===== src/branch_cfg.svh =====
// core-wide widths and buffer depth; BTB_ENTRIES must stay a power of two for the row index
`ifndef BRANCH_CFG_SVH
`define BRANCH_CFG_SVH

// width of register operands, immediates, program counters and results
// the branch unit is written for a 64-bit datapath and sign handling uses the top bit
`define XLEN_BITS 64

// width of the scoreboard tag that rides along with every issued instruction
// the branch unit only passes it through to the writeback side
`define TRANS_ID_BITS 3

// number of rows in the tagless branch target buffer
// rows are picked by the pc bits right above bit 1 so aliasing is expected
// raising this value widens the index automatically inside the buffer
`define BTB_ENTRIES 16

`endif


===== src/branch_pkg.sv =====
// shared types of the branch resolution stage; widths come from branch_cfg.svh and need XLEN_BITS >= 3
`include "branch_cfg.svh"

package branch_pkg;

    // functional unit operators seen by the branch unit
    // ADD stands for any non-branch work that still carries a prediction
    typedef enum logic [3:0] {
        ADD  = 4'd0,
        EQ   = 4'd1,
        NE   = 4'd2,
        LTS  = 4'd3,
        LTU  = 4'd4,
        GES  = 4'd5,
        GEU  = 4'd6,
        JAL  = 4'd7,
        JALR = 4'd8
    } fu_op_e;

    // exception causes follow the privileged spec numbering
    // only the misaligned fetch cause is raised in this stage
    typedef enum logic [3:0] {
        INSTR_ADDR_MISALIGNED = 4'd0,
        INSTR_ACCESS_FAULT    = 4'd1,
        ILLEGAL_INSTR         = 4'd2,
        BREAKPOINT            = 4'd3
    } exc_cause_e;

    // prediction that fetch attached to the instruction
    // predict_address only matters when predict_taken is set
    typedef struct packed {
        logic                  valid;
        logic                  predict_taken;
        logic [`XLEN_BITS-1:0] predict_address;
    } branch_predict_sbe_t;

    // outcome of a resolved branch as seen by pc generation and the buffer
    // clear marks a prediction that hit an instruction which was no branch
    typedef struct packed {
        logic [`XLEN_BITS-1:0] pc;
        logic [`XLEN_BITS-1:0] target_address;
        logic                  valid;
        logic                  is_taken;
        logic                  is_mispredict;
        logic                  is_lower_16;
        logic                  clear;
    } branch_resolved_t;

    // exception record handed to the commit stage
    // tval holds the pc of the faulting branch and not the bad target
    typedef struct packed {
        exc_cause_e            cause;
        logic [`XLEN_BITS-1:0] tval;
        logic                  valid;
    } exception_t;

endpackage


===== src/resolve_if.sv =====
// one resolved branch per cycle with no ready signal; the sink must sample it on the next clock edge
interface resolve_if;

    // resolution payload
    // it is a combinational level that is only meaningful while resolved.valid is high
    // the producer drives it in the same cycle the branch is issued
    branch_pkg::branch_resolved_t resolved;

    // the branch unit produces the resolution
    modport source (
        output resolved
    );

    // the target buffer only observes it
    // there is no back-pressure path so the sink cannot stall the unit
    modport sink (
        input resolved
    );

endinterface


===== src/branch_unit.sv =====
// single-cycle branch resolution with no state; always ready, so a caller must not expect back-pressure
`include "branch_cfg.svh"

module branch_unit (
    input  logic [`TRANS_ID_BITS-1:0]  trans_id_i,
    input  branch_pkg::fu_op_e         operator_i,
    input  logic [`XLEN_BITS-1:0]      operand_a_i,
    input  logic [`XLEN_BITS-1:0]      operand_b_i,
    input  logic [`XLEN_BITS-1:0]      imm_i,
    input  logic [`XLEN_BITS-1:0]      pc_i,
    input  logic                       is_compressed_instr_i,
    // high for any valid functional unit so stray predictions can be caught
    input  logic                       fu_valid_i,
    input  logic                       branch_valid_i,
    input  branch_pkg::branch_predict_sbe_t branch_predict_i,
    output logic                       branch_ready_o,
    output logic                       branch_valid_o,
    output logic [`XLEN_BITS-1:0]      branch_result_o,
    output logic [`TRANS_ID_BITS-1:0]  branch_trans_id_o,
    // tells decode that a real branch left the unit
    output logic                       resolve_branch_o,
    output branch_pkg::exception_t     branch_exception_o,
    resolve_if.source                  resolve
);

    localparam int unsigned XLEN = `XLEN_BITS;

    logic [XLEN-1:0]              jump_base;
    logic [XLEN-1:0]              target_address;
    logic [XLEN-1:0]              next_pc;
    logic                         sgn;
    logic                         comparison_result;
    branch_pkg::branch_resolved_t resolved_d;

    // the unit answers in the same cycle so the handshake is a pass-through
    assign branch_trans_id_o = trans_id_i;
    assign branch_valid_o    = branch_valid_i;
    assign branch_ready_o    = 1'b1;

    // JALR jumps relative to rs1 while every other control flow uses the pc
    assign jump_base = (operator_i == branch_pkg::JALR) ? operand_a_i : pc_i;

    // link value and fall-through address depend on the instruction length
    assign next_pc = pc_i + (is_compressed_instr_i ? XLEN'(2) : XLEN'(4));

    // the link register gets the address of the following instruction
    assign branch_result_o = next_pc;

    always_comb begin : compare
        // unsigned compares feed a zero into the extra sign bit
        sgn = !(operator_i inside {branch_pkg::LTU, branch_pkg::GEU});
        case (operator_i)
            branch_pkg::EQ: begin
                comparison_result = (operand_a_i == operand_b_i);
            end
            branch_pkg::NE: begin
                comparison_result = (operand_a_i != operand_b_i);
            end
            branch_pkg::LTS, branch_pkg::LTU: begin
                comparison_result = $signed({sgn & operand_a_i[XLEN-1], operand_a_i})
                                  < $signed({sgn & operand_b_i[XLEN-1], operand_b_i});
            end
            branch_pkg::GES, branch_pkg::GEU: begin
                comparison_result = $signed({sgn & operand_a_i[XLEN-1], operand_a_i})
                                 >= $signed({sgn & operand_b_i[XLEN-1], operand_b_i});
            end
            // jumps and anything else count as taken
            default: begin
                comparison_result = 1'b1;
            end
        endcase
    end

    always_comb begin : target
        target_address = jump_base + imm_i;
        // the spec wants bit 0 of a JALR target forced to zero
        if (operator_i == branch_pkg::JALR) begin
            target_address[0] = 1'b0;
        end
    end

    always_comb begin : mispredict
        resolved_d.pc             = pc_i;
        resolved_d.target_address = '0;
        resolved_d.valid          = branch_valid_i;
        resolved_d.is_taken       = 1'b0;
        resolved_d.is_mispredict  = 1'b0;
        resolved_d.is_lower_16    = 1'b0;
        resolved_d.clear          = 1'b0;
        resolve_branch_o          = 1'b0;

        if (branch_valid_i) begin
            // a full-size branch that straddles a word is predicted at the next word
            // so fetch never has to go back for the upper half
            if (is_compressed_instr_i || !pc_i[1]) begin
                resolved_d.pc = pc_i;
            end else begin
                resolved_d.pc = {pc_i[XLEN-1:2], 2'b00} + XLEN'(4);
            end
            // lower 16 covers a compressed branch in slot 0 and a straddling full branch
            resolved_d.is_lower_16 = (is_compressed_instr_i && !pc_i[1])
                                  || (!is_compressed_instr_i && pc_i[1]);
            resolved_d.target_address = comparison_result ? target_address : next_pc;
            resolved_d.is_taken       = comparison_result;

            // a misaligned target becomes an exception instead of a mispredict
            if (!target_address[0]) begin
                if (branch_predict_i.valid) begin
                    // direction was guessed wrong
                    if (branch_predict_i.predict_taken != comparison_result) begin
                        resolved_d.is_mispredict = 1'b1;
                    end
                    // direction right but fetch went to the wrong place
                    if (branch_predict_i.predict_taken
                        && (target_address != branch_predict_i.predict_address)) begin
                        resolved_d.is_mispredict = 1'b1;
                    end
                end else if (comparison_result) begin
                    // fetch fell through, so any taken branch is a miss
                    resolved_d.is_mispredict = 1'b1;
                end
            end
            resolve_branch_o = 1'b1;
        end else if (fu_valid_i && branch_predict_i.valid) begin
            // a prediction landed on an instruction that is no branch
            // send fetch back to the next pc and drop the stale buffer entry
            resolved_d.valid          = 1'b1;
            resolved_d.is_mispredict  = 1'b1;
            resolved_d.target_address = next_pc;
            resolved_d.clear          = 1'b1;
        end
    end

    assign resolve.resolved = resolved_d;

    // targets must sit on a 2 byte boundary or fetch would fault later
    always_comb begin : exception
        branch_exception_o.cause = branch_pkg::INSTR_ADDR_MISALIGNED;
        branch_exception_o.tval  = pc_i;
        branch_exception_o.valid = branch_valid_i && target_address[0];
    end

endmodule


===== src/branch_target_buffer.sv =====
// tagless table indexed by pc bits above bit 1; aliasing rows return another branch's target
`include "branch_cfg.svh"

module branch_target_buffer (
    input  logic                  clk_i,
    input  logic                  rst_n_i,
    resolve_if.sink               update,
    input  logic [`XLEN_BITS-1:0] lookup_pc_i,
    output logic                  btb_valid_o,
    output logic [`XLEN_BITS-1:0] btb_target_o,
    output logic                  btb_is_lower_16_o
);

    localparam int unsigned ENTRIES  = `BTB_ENTRIES;
    localparam int unsigned IDX_BITS = $clog2(ENTRIES);

    logic [ENTRIES-1:0]          entry_valid_q;
    logic [`XLEN_BITS-1:0]       entry_target_q [ENTRIES];
    logic [ENTRIES-1:0]          entry_lower_16_q;

    logic [IDX_BITS-1:0]         update_idx;
    logic [IDX_BITS-1:0]         lookup_idx;
    logic                        update_en;
    logic                        update_keep;

    // bits 1 and 0 are dropped because at most one branch is predicted per word
    assign update_idx = update.resolved.pc[IDX_BITS+1:2];
    assign lookup_idx = lookup_pc_i[IDX_BITS+1:2];

    // only a mispredict changes the table
    // a correct prediction means the row already holds what fetch needs
    assign update_en = update.resolved.valid && update.resolved.is_mispredict;

    // a taken branch installs its target
    // a not-taken branch or a cleared prediction empties the row
    assign update_keep = update.resolved.is_taken && !update.resolved.clear;

    always_ff @(posedge clk_i) begin
        if (!rst_n_i) begin
            entry_valid_q <= '0;
        end else if (update_en) begin
            entry_valid_q[update_idx] <= update_keep;
        end
    end

    // a taken mispredict installs its target and lower half flag in the row
    always_ff @(posedge clk_i) begin
        if (update_en && update_keep) begin
            entry_target_q[update_idx]   <= update.resolved.target_address;
            entry_lower_16_q[update_idx] <= update.resolved.is_lower_16;
        end
    end

    // fetch reads the registered table directly
    // a write becomes visible one cycle after the resolving edge
    assign btb_valid_o       = entry_valid_q[lookup_idx];
    assign btb_target_o      = entry_target_q[lookup_idx];
    assign btb_is_lower_16_o = entry_lower_16_q[lookup_idx];

endmodule


===== src/branch_resolve_top.sv =====
// wraps the branch unit and target buffer with plain ports; the only state is the buffer table
`include "branch_cfg.svh"

module branch_resolve_top (
    input  logic                       clk_i,
    input  logic                       rst_n_i,
    // issue side
    input  logic [`TRANS_ID_BITS-1:0]  trans_id_i,
    input  branch_pkg::fu_op_e         operator_i,
    input  logic [`XLEN_BITS-1:0]      operand_a_i,
    input  logic [`XLEN_BITS-1:0]      operand_b_i,
    input  logic [`XLEN_BITS-1:0]      imm_i,
    input  logic [`XLEN_BITS-1:0]      pc_i,
    input  logic                       is_compressed_instr_i,
    input  logic                       fu_valid_i,
    input  logic                       branch_valid_i,
    // prediction that came with the instruction
    input  logic                       predict_valid_i,
    input  logic                       predict_taken_i,
    input  logic [`XLEN_BITS-1:0]      predict_address_i,
    // writeback side
    output logic                       branch_ready_o,
    output logic                       branch_valid_o,
    output logic [`XLEN_BITS-1:0]      branch_result_o,
    output logic [`TRANS_ID_BITS-1:0]  branch_trans_id_o,
    output logic                       resolve_branch_o,
    // resolution towards pc generation
    output logic                       resolved_valid_o,
    output logic [`XLEN_BITS-1:0]      resolved_pc_o,
    output logic [`XLEN_BITS-1:0]      resolved_target_o,
    output logic                       resolved_taken_o,
    output logic                       resolved_mispredict_o,
    output logic                       resolved_lower_16_o,
    output logic                       resolved_clear_o,
    // exception towards commit
    output logic                       exc_valid_o,
    output branch_pkg::exc_cause_e     exc_cause_o,
    output logic [`XLEN_BITS-1:0]      exc_tval_o,
    // fetch-side lookup of the target buffer
    input  logic [`XLEN_BITS-1:0]      lookup_pc_i,
    output logic                       btb_valid_o,
    output logic [`XLEN_BITS-1:0]      btb_target_o,
    output logic                       btb_is_lower_16_o
);

    branch_pkg::branch_predict_sbe_t predict;
    branch_pkg::exception_t          branch_exception;

    resolve_if i_resolve ();

    // gather the loose prediction bits into the struct the unit expects
    assign predict.valid           = predict_valid_i;
    assign predict.predict_taken   = predict_taken_i;
    assign predict.predict_address = predict_address_i;

    branch_unit i_branch_unit (
        .trans_id_i            (trans_id_i),
        .operator_i            (operator_i),
        .operand_a_i           (operand_a_i),
        .operand_b_i           (operand_b_i),
        .imm_i                 (imm_i),
        .pc_i                  (pc_i),
        .is_compressed_instr_i (is_compressed_instr_i),
        .fu_valid_i            (fu_valid_i),
        .branch_valid_i        (branch_valid_i),
        .branch_predict_i      (predict),
        .branch_ready_o        (branch_ready_o),
        .branch_valid_o        (branch_valid_o),
        .branch_result_o       (branch_result_o),
        .branch_trans_id_o     (branch_trans_id_o),
        .resolve_branch_o      (resolve_branch_o),
        .branch_exception_o    (branch_exception),
        .resolve               (i_resolve.source)
    );

    branch_target_buffer i_branch_target_buffer (
        .clk_i             (clk_i),
        .rst_n_i           (rst_n_i),
        .update            (i_resolve.sink),
        .lookup_pc_i       (lookup_pc_i),
        .btb_valid_o       (btb_valid_o),
        .btb_target_o      (btb_target_o),
        .btb_is_lower_16_o (btb_is_lower_16_o)
    );

    // the resolution leaves on the same wires the buffer samples
    assign resolved_valid_o      = i_resolve.resolved.valid;
    assign resolved_pc_o         = i_resolve.resolved.pc;
    assign resolved_target_o     = i_resolve.resolved.target_address;
    assign resolved_taken_o      = i_resolve.resolved.is_taken;
    assign resolved_mispredict_o = i_resolve.resolved.is_mispredict;
    assign resolved_lower_16_o   = i_resolve.resolved.is_lower_16;
    assign resolved_clear_o      = i_resolve.resolved.clear;

    assign exc_valid_o = branch_exception.valid;
    assign exc_cause_o = branch_exception.cause;
    assign exc_tval_o  = branch_exception.tval;

endmodule


===== config.mk =====
export PLATFORM = sky130hd
export DESIGN_NAME = branch_resolve_top
export DESIGN_NICKNAME = d
export VERILOG_FILES = /design/src/branch_pkg.sv /design/src/resolve_if.sv /design/src/branch_unit.sv /design/src/branch_target_buffer.sv /design/src/branch_resolve_top.sv
export VERILOG_INCLUDE_DIRS = /design/src /design/src/src
export SDC_FILE = /design/constraint.sdc
export NUM_CORES = 1
export LEC_CHECK = 0
export ABC_AREA = 1
export ABC_CLOCK_PERIOD_IN_PS = 7800
export BUFFER_PORTS_ARGS = -buffer_cell sky130_fd_sc_hd__buf_2
export CAP_MARGIN = 15
export CORE_ASPECT_RATIO = 1.1
export CORE_MARGIN = 3
export CORE_UTILIZATION = 25
export CTS_CLUSTER_SIZE = 14
export DETAILED_ROUTE_END_ITERATION = 8
export GPL_TIMING_DRIVEN = 0
export PLACE_DENSITY_LB_ADDON = 0.2
export SYNTH_ARGS = -nofsm -noshare
export SYNTH_HDL_FRONTEND = slang
export SYNTH_SLANG_ARGS = --single-unit

===== constraint.sdc =====
create_clock -name clk_i -period 7.8 [get_ports clk_i]
set_input_delay 0.39 -clock clk_i [delete_from_list [all_inputs] [get_ports clk_i]]
set_output_delay 0.39 -clock clk_i [all_outputs]
set_load 0.02 [all_outputs]

==> impl_metrics.json <==
{
  "grt_overflow_total": 0,
  "synthArstFlopShare": 0,
  "critPathBufInv": 9,
  "worstSetupStartpoint": "operator_i[1]",
  "grt_pass1_vias": 46145,
  "crit_type": "in2reg",
  "crit_slowest_cell": "clkbuf_1",
  "clock_skew_ns": 0,
  "worstPathArrival_ns": 7.78,
  "gr-usage-all-layers": 0.244,
  "design_power_total_mw": 14.3,
  "ff2ff_path_depth": 2,
  "ir_worst_vdd_uv": 149,
  "grt_antenna_before_repair": 58,
  "routedWlPerCell_um": 30.1,
  "fp.dieH_um": 504,
  "grt_pass1_wl_mm": 388,
  "post_dp_cell_area_um2": 64900,
  "slowest_delay_ns": 0.79,
  "worst-path-max-fanout": 40,
  "vias_per_cell": 4.86,
  "max_freq_mhz": 135,
  "cts-buffers-inserted": 110,
  "fin_nets": 7152,
  "insertion_delay_ns": 0.71,
  "synthCells": 5761,
  "routabilityCongestion": 1.02,
  "die-area_um2": 231000,
  "timing.final.crit_share": 0.948,
  "routed_wl_mm": 291,
  "synth_ff_type": "edfxtp_1",
  "worst_pin_slew_ns": 1.27,
  "place_ws_ns": -0.535,
  "drive_gt1_frac": 0.164,
  "crit_path_end_kind": "flop",
  "start_util": 0.252,
  "cts_tree": "yes",
  "clockRootBuffer": "clkbuf_16",
  "relSlewSlack": 0.155,
  "crit-reg2reg-launch": "i_branch_target_buffer.entry_valid_q[10]",
  "core_area_um2": 224000,
  "multiInputGateArea_um2": 20200,
  "dpl.hpwl_mm": 233,
  "max_cap_viol_count": 0,
  "postCtsSetupBuffers": 0,
  "die_w_um": 458,
  "min_period_ns": 7.40,
  "status": "finished, final reports clean",
  "hp-start": "rst_n_i",
  "yosys_warnings": 0,
  "seqCellArea_um2": 31600,
  "synth_area_um2": 56300,
  "clock_sinks": 1056,
  "worstHoldPathCells": 3,
  "pin_count": 736,
  "clock_path_buffers": 3,
  "critPathRequiredTime_ns": 8.18,
  "postLayoutCellArea_um2": 68300,
  "clkTransAtPathRegs_ns": 0.06,
  "hold_path_class": "in2reg",
  "r2r_slack_ns": 7.19,
  "initialDrtViolationCount": 4197,
  "htreeDepth": 3,
  "fillCellCount": 23589,
  "power.leakage_nw": 27.4,
  "ys_ff_latch": 1056,
  "port_buffers": 664,
  "fin_setup_tns_ns": 0,
  "critPathTopFamily": "simple AND/OR/NAND/NOR gates",
  "drc": 0,
  "rsz0062_at_grt": "no",
  "cp_common_cell": "nand2_1",
  "crit_path_start_kind": "input pin",
  "synth_edf_count": 1040,
  "cts-hold-fix-buffers": 0,
  "hold_path_end": "i_branch_target_buffer.entry_valid_q[15]",
  "hold_viol_final": 0,
  "layout_setup_ws_ns": 0.402,
  "grt_max_degree": 46,
  "ant_nets": 0,
  "setup-violations-final": 0,
  "synth_seq_area_share": 0.560,
  "drt_pass1_iterations": 6,
  "hold_slack_ns": 0.151,
  "slew_violations": 0,
  "cts-resized-gates": 1,
  "reg2reg_to": "i_branch_target_buffer.entry_valid_q[10]",
  "synth.distinct_cells": 52,
  "syn_to_final_growth_pct": 21.2,
  "p_per_area_nw_per_um2": 210,
  "placementRows": 182,
  "avgSynthCellArea_um2": 9.77,
  "via_count": 47106
}
[where the power goes]
part	total, mW	internal [mW]	switching, mW
clock	4.88	2.67	2.20
combinational	2.96	0.794	2.17
sequential	6.50	6.49	0.0127
[cell usage after synthesis, types with 2 or more instances]
cell	n	area (um^2)
nand2_1	1072	4020
edfxtp_1	1040	31200
inv_1	888	3330
o21ai_0	428	2140
a21oi_1	369	1850
nand3_1	284	1420
nor2_1	281	1050
o211ai_1	280	2100
mux2i_1	264	2640
clkbuf_1	170	638
ha_1	131	1640
xor2_1	125	1090
buf_4	76	571
nor3_1	51	255
nor4_1	42	263
nand4_1	37	231
nand3b_1	29	218
buf_2	25	125
buf_1	24	90.1
dfxtp_1	16	320
nand2_2	15	93.8
o22ai_1	15	93.8
nor2_2	13	81.3
nand3_2	9	90.1
xnor2_1	9	78.8
o21bai_1	8	60.1
and2_1	6	37.5
a32o_1	5	50.1
inv_2	5	18.8
o221ai_1	5	43.8
xnor3_1	5	113
clkinv_1	4	15.0
a21o_1	3	22.5
a21oi_2	3	26.3
buf_6	2	22.5
conb_1	2	7.51
fa_1	2	40.0
nor3_2	2	20.0
o21ai_1	2	10.0
o31ai_1	2	15.0
[cells by family (layout without fill, tap and decap cells)]
| logic type | Yosys count | after routing | synth area share |
|---|---|---|---|
| AOI/OAI and AO/OA | 1123 | 1123 | 0.114 |
| DFF | 1056 | 1056 | 0.560 |
| xor gates and xnor gates | 140 | 140 | 0.0233 |
| adders and majority gates | 133 | 133 | 0.0298 |
| and+or+nand+nor | 1849 | 1849 | 0.140 |
| buffers and inverters | 1194 | 2140 | 0.0855 |
| other | 2 | 39 | 0.000133 |
| muxes | 264 | 264 | 0.0469 |
[sequential cells by signal, indices dropped and copies added, names as in the netlist]
name,cells
i_branch_target_buffer.entry_lower_16_q,16
i_branch_target_buffer.entry_target_q,1024
i_branch_target_buffer.entry_valid_q,16
[per-layer routing]
metal | part of all wire | track usage | vias to the layer above
met5 | 0.00048 | 0 | -
met4 | 0.069 | 0.142 | 24
met3 | 0.057 | 0.0341 | 469
met2 | 0.48 | 0.420 | 1965
met1 | 0.39 | 0.289 | 23132
li1 | - | - | 21516
[metrics by stage]
stage	util	std cells
after floorplan	-	5764
after global placement	0.283	9372
after detailed placement	0.290	9451
after CTS	0.304	9652
after global routing	0.305	9666
final	0.305	9688
[cells in the final DEF (no fill, tap or decap), types with 113 or more instances in the layout]
cell,Yosys,final
a21oi_1,369,369
edfxtp_1,1040,1040
clkbuf_16,0,113
o21ai_0,428,408
mux2i_1,264,264
inv_1,888,872
o211ai_1,280,280
ha_1,131,131
nand3_1,284,284
nand2_1,1072,1072
xor2_1,125,125
nor2_1,281,280
clkbuf_1,170,200
buf_2,25,689
[worst max path at each step]
stage,to,slack [ns],cells past startpoint
finish,i_branch_target_buffer.entry_target_q[1][47],0.40,32
detailed placement,i_branch_target_buffer.entry_target_q[8][55],-0.53,31
CTS,resolved_mispredict_o,0.34,30
global route,i_branch_target_buffer.entry_target_q[3][41],0.19,32
floorplan,i_branch_target_buffer.entry_lower_16_q[10],2.47,29
global placement,i_branch_target_buffer.entry_target_q[3][47],-2.59,30
[worst reg2reg max path, stage by stage (launching register included)]
cell and delay (ns):
dfxtp_1 0.36, nand2_1 0.07, a21oi_1 0.11
[area by class of cell]
class,instances,share of cell area
Sequential cell,1056,0.462
Multi-Input combinational cell,3514,0.296
Timing Repair Buffer,745,0.0684
Tap cell,2944,0.0540
Inverter,897,0.0499
Clock buffer,148,0.0434
Buffer,297,0.0213
Clock inverter,53,0.00398
Antenna cell,34,0.00125
Note: power is estimated with default switching activity, not from simulation.
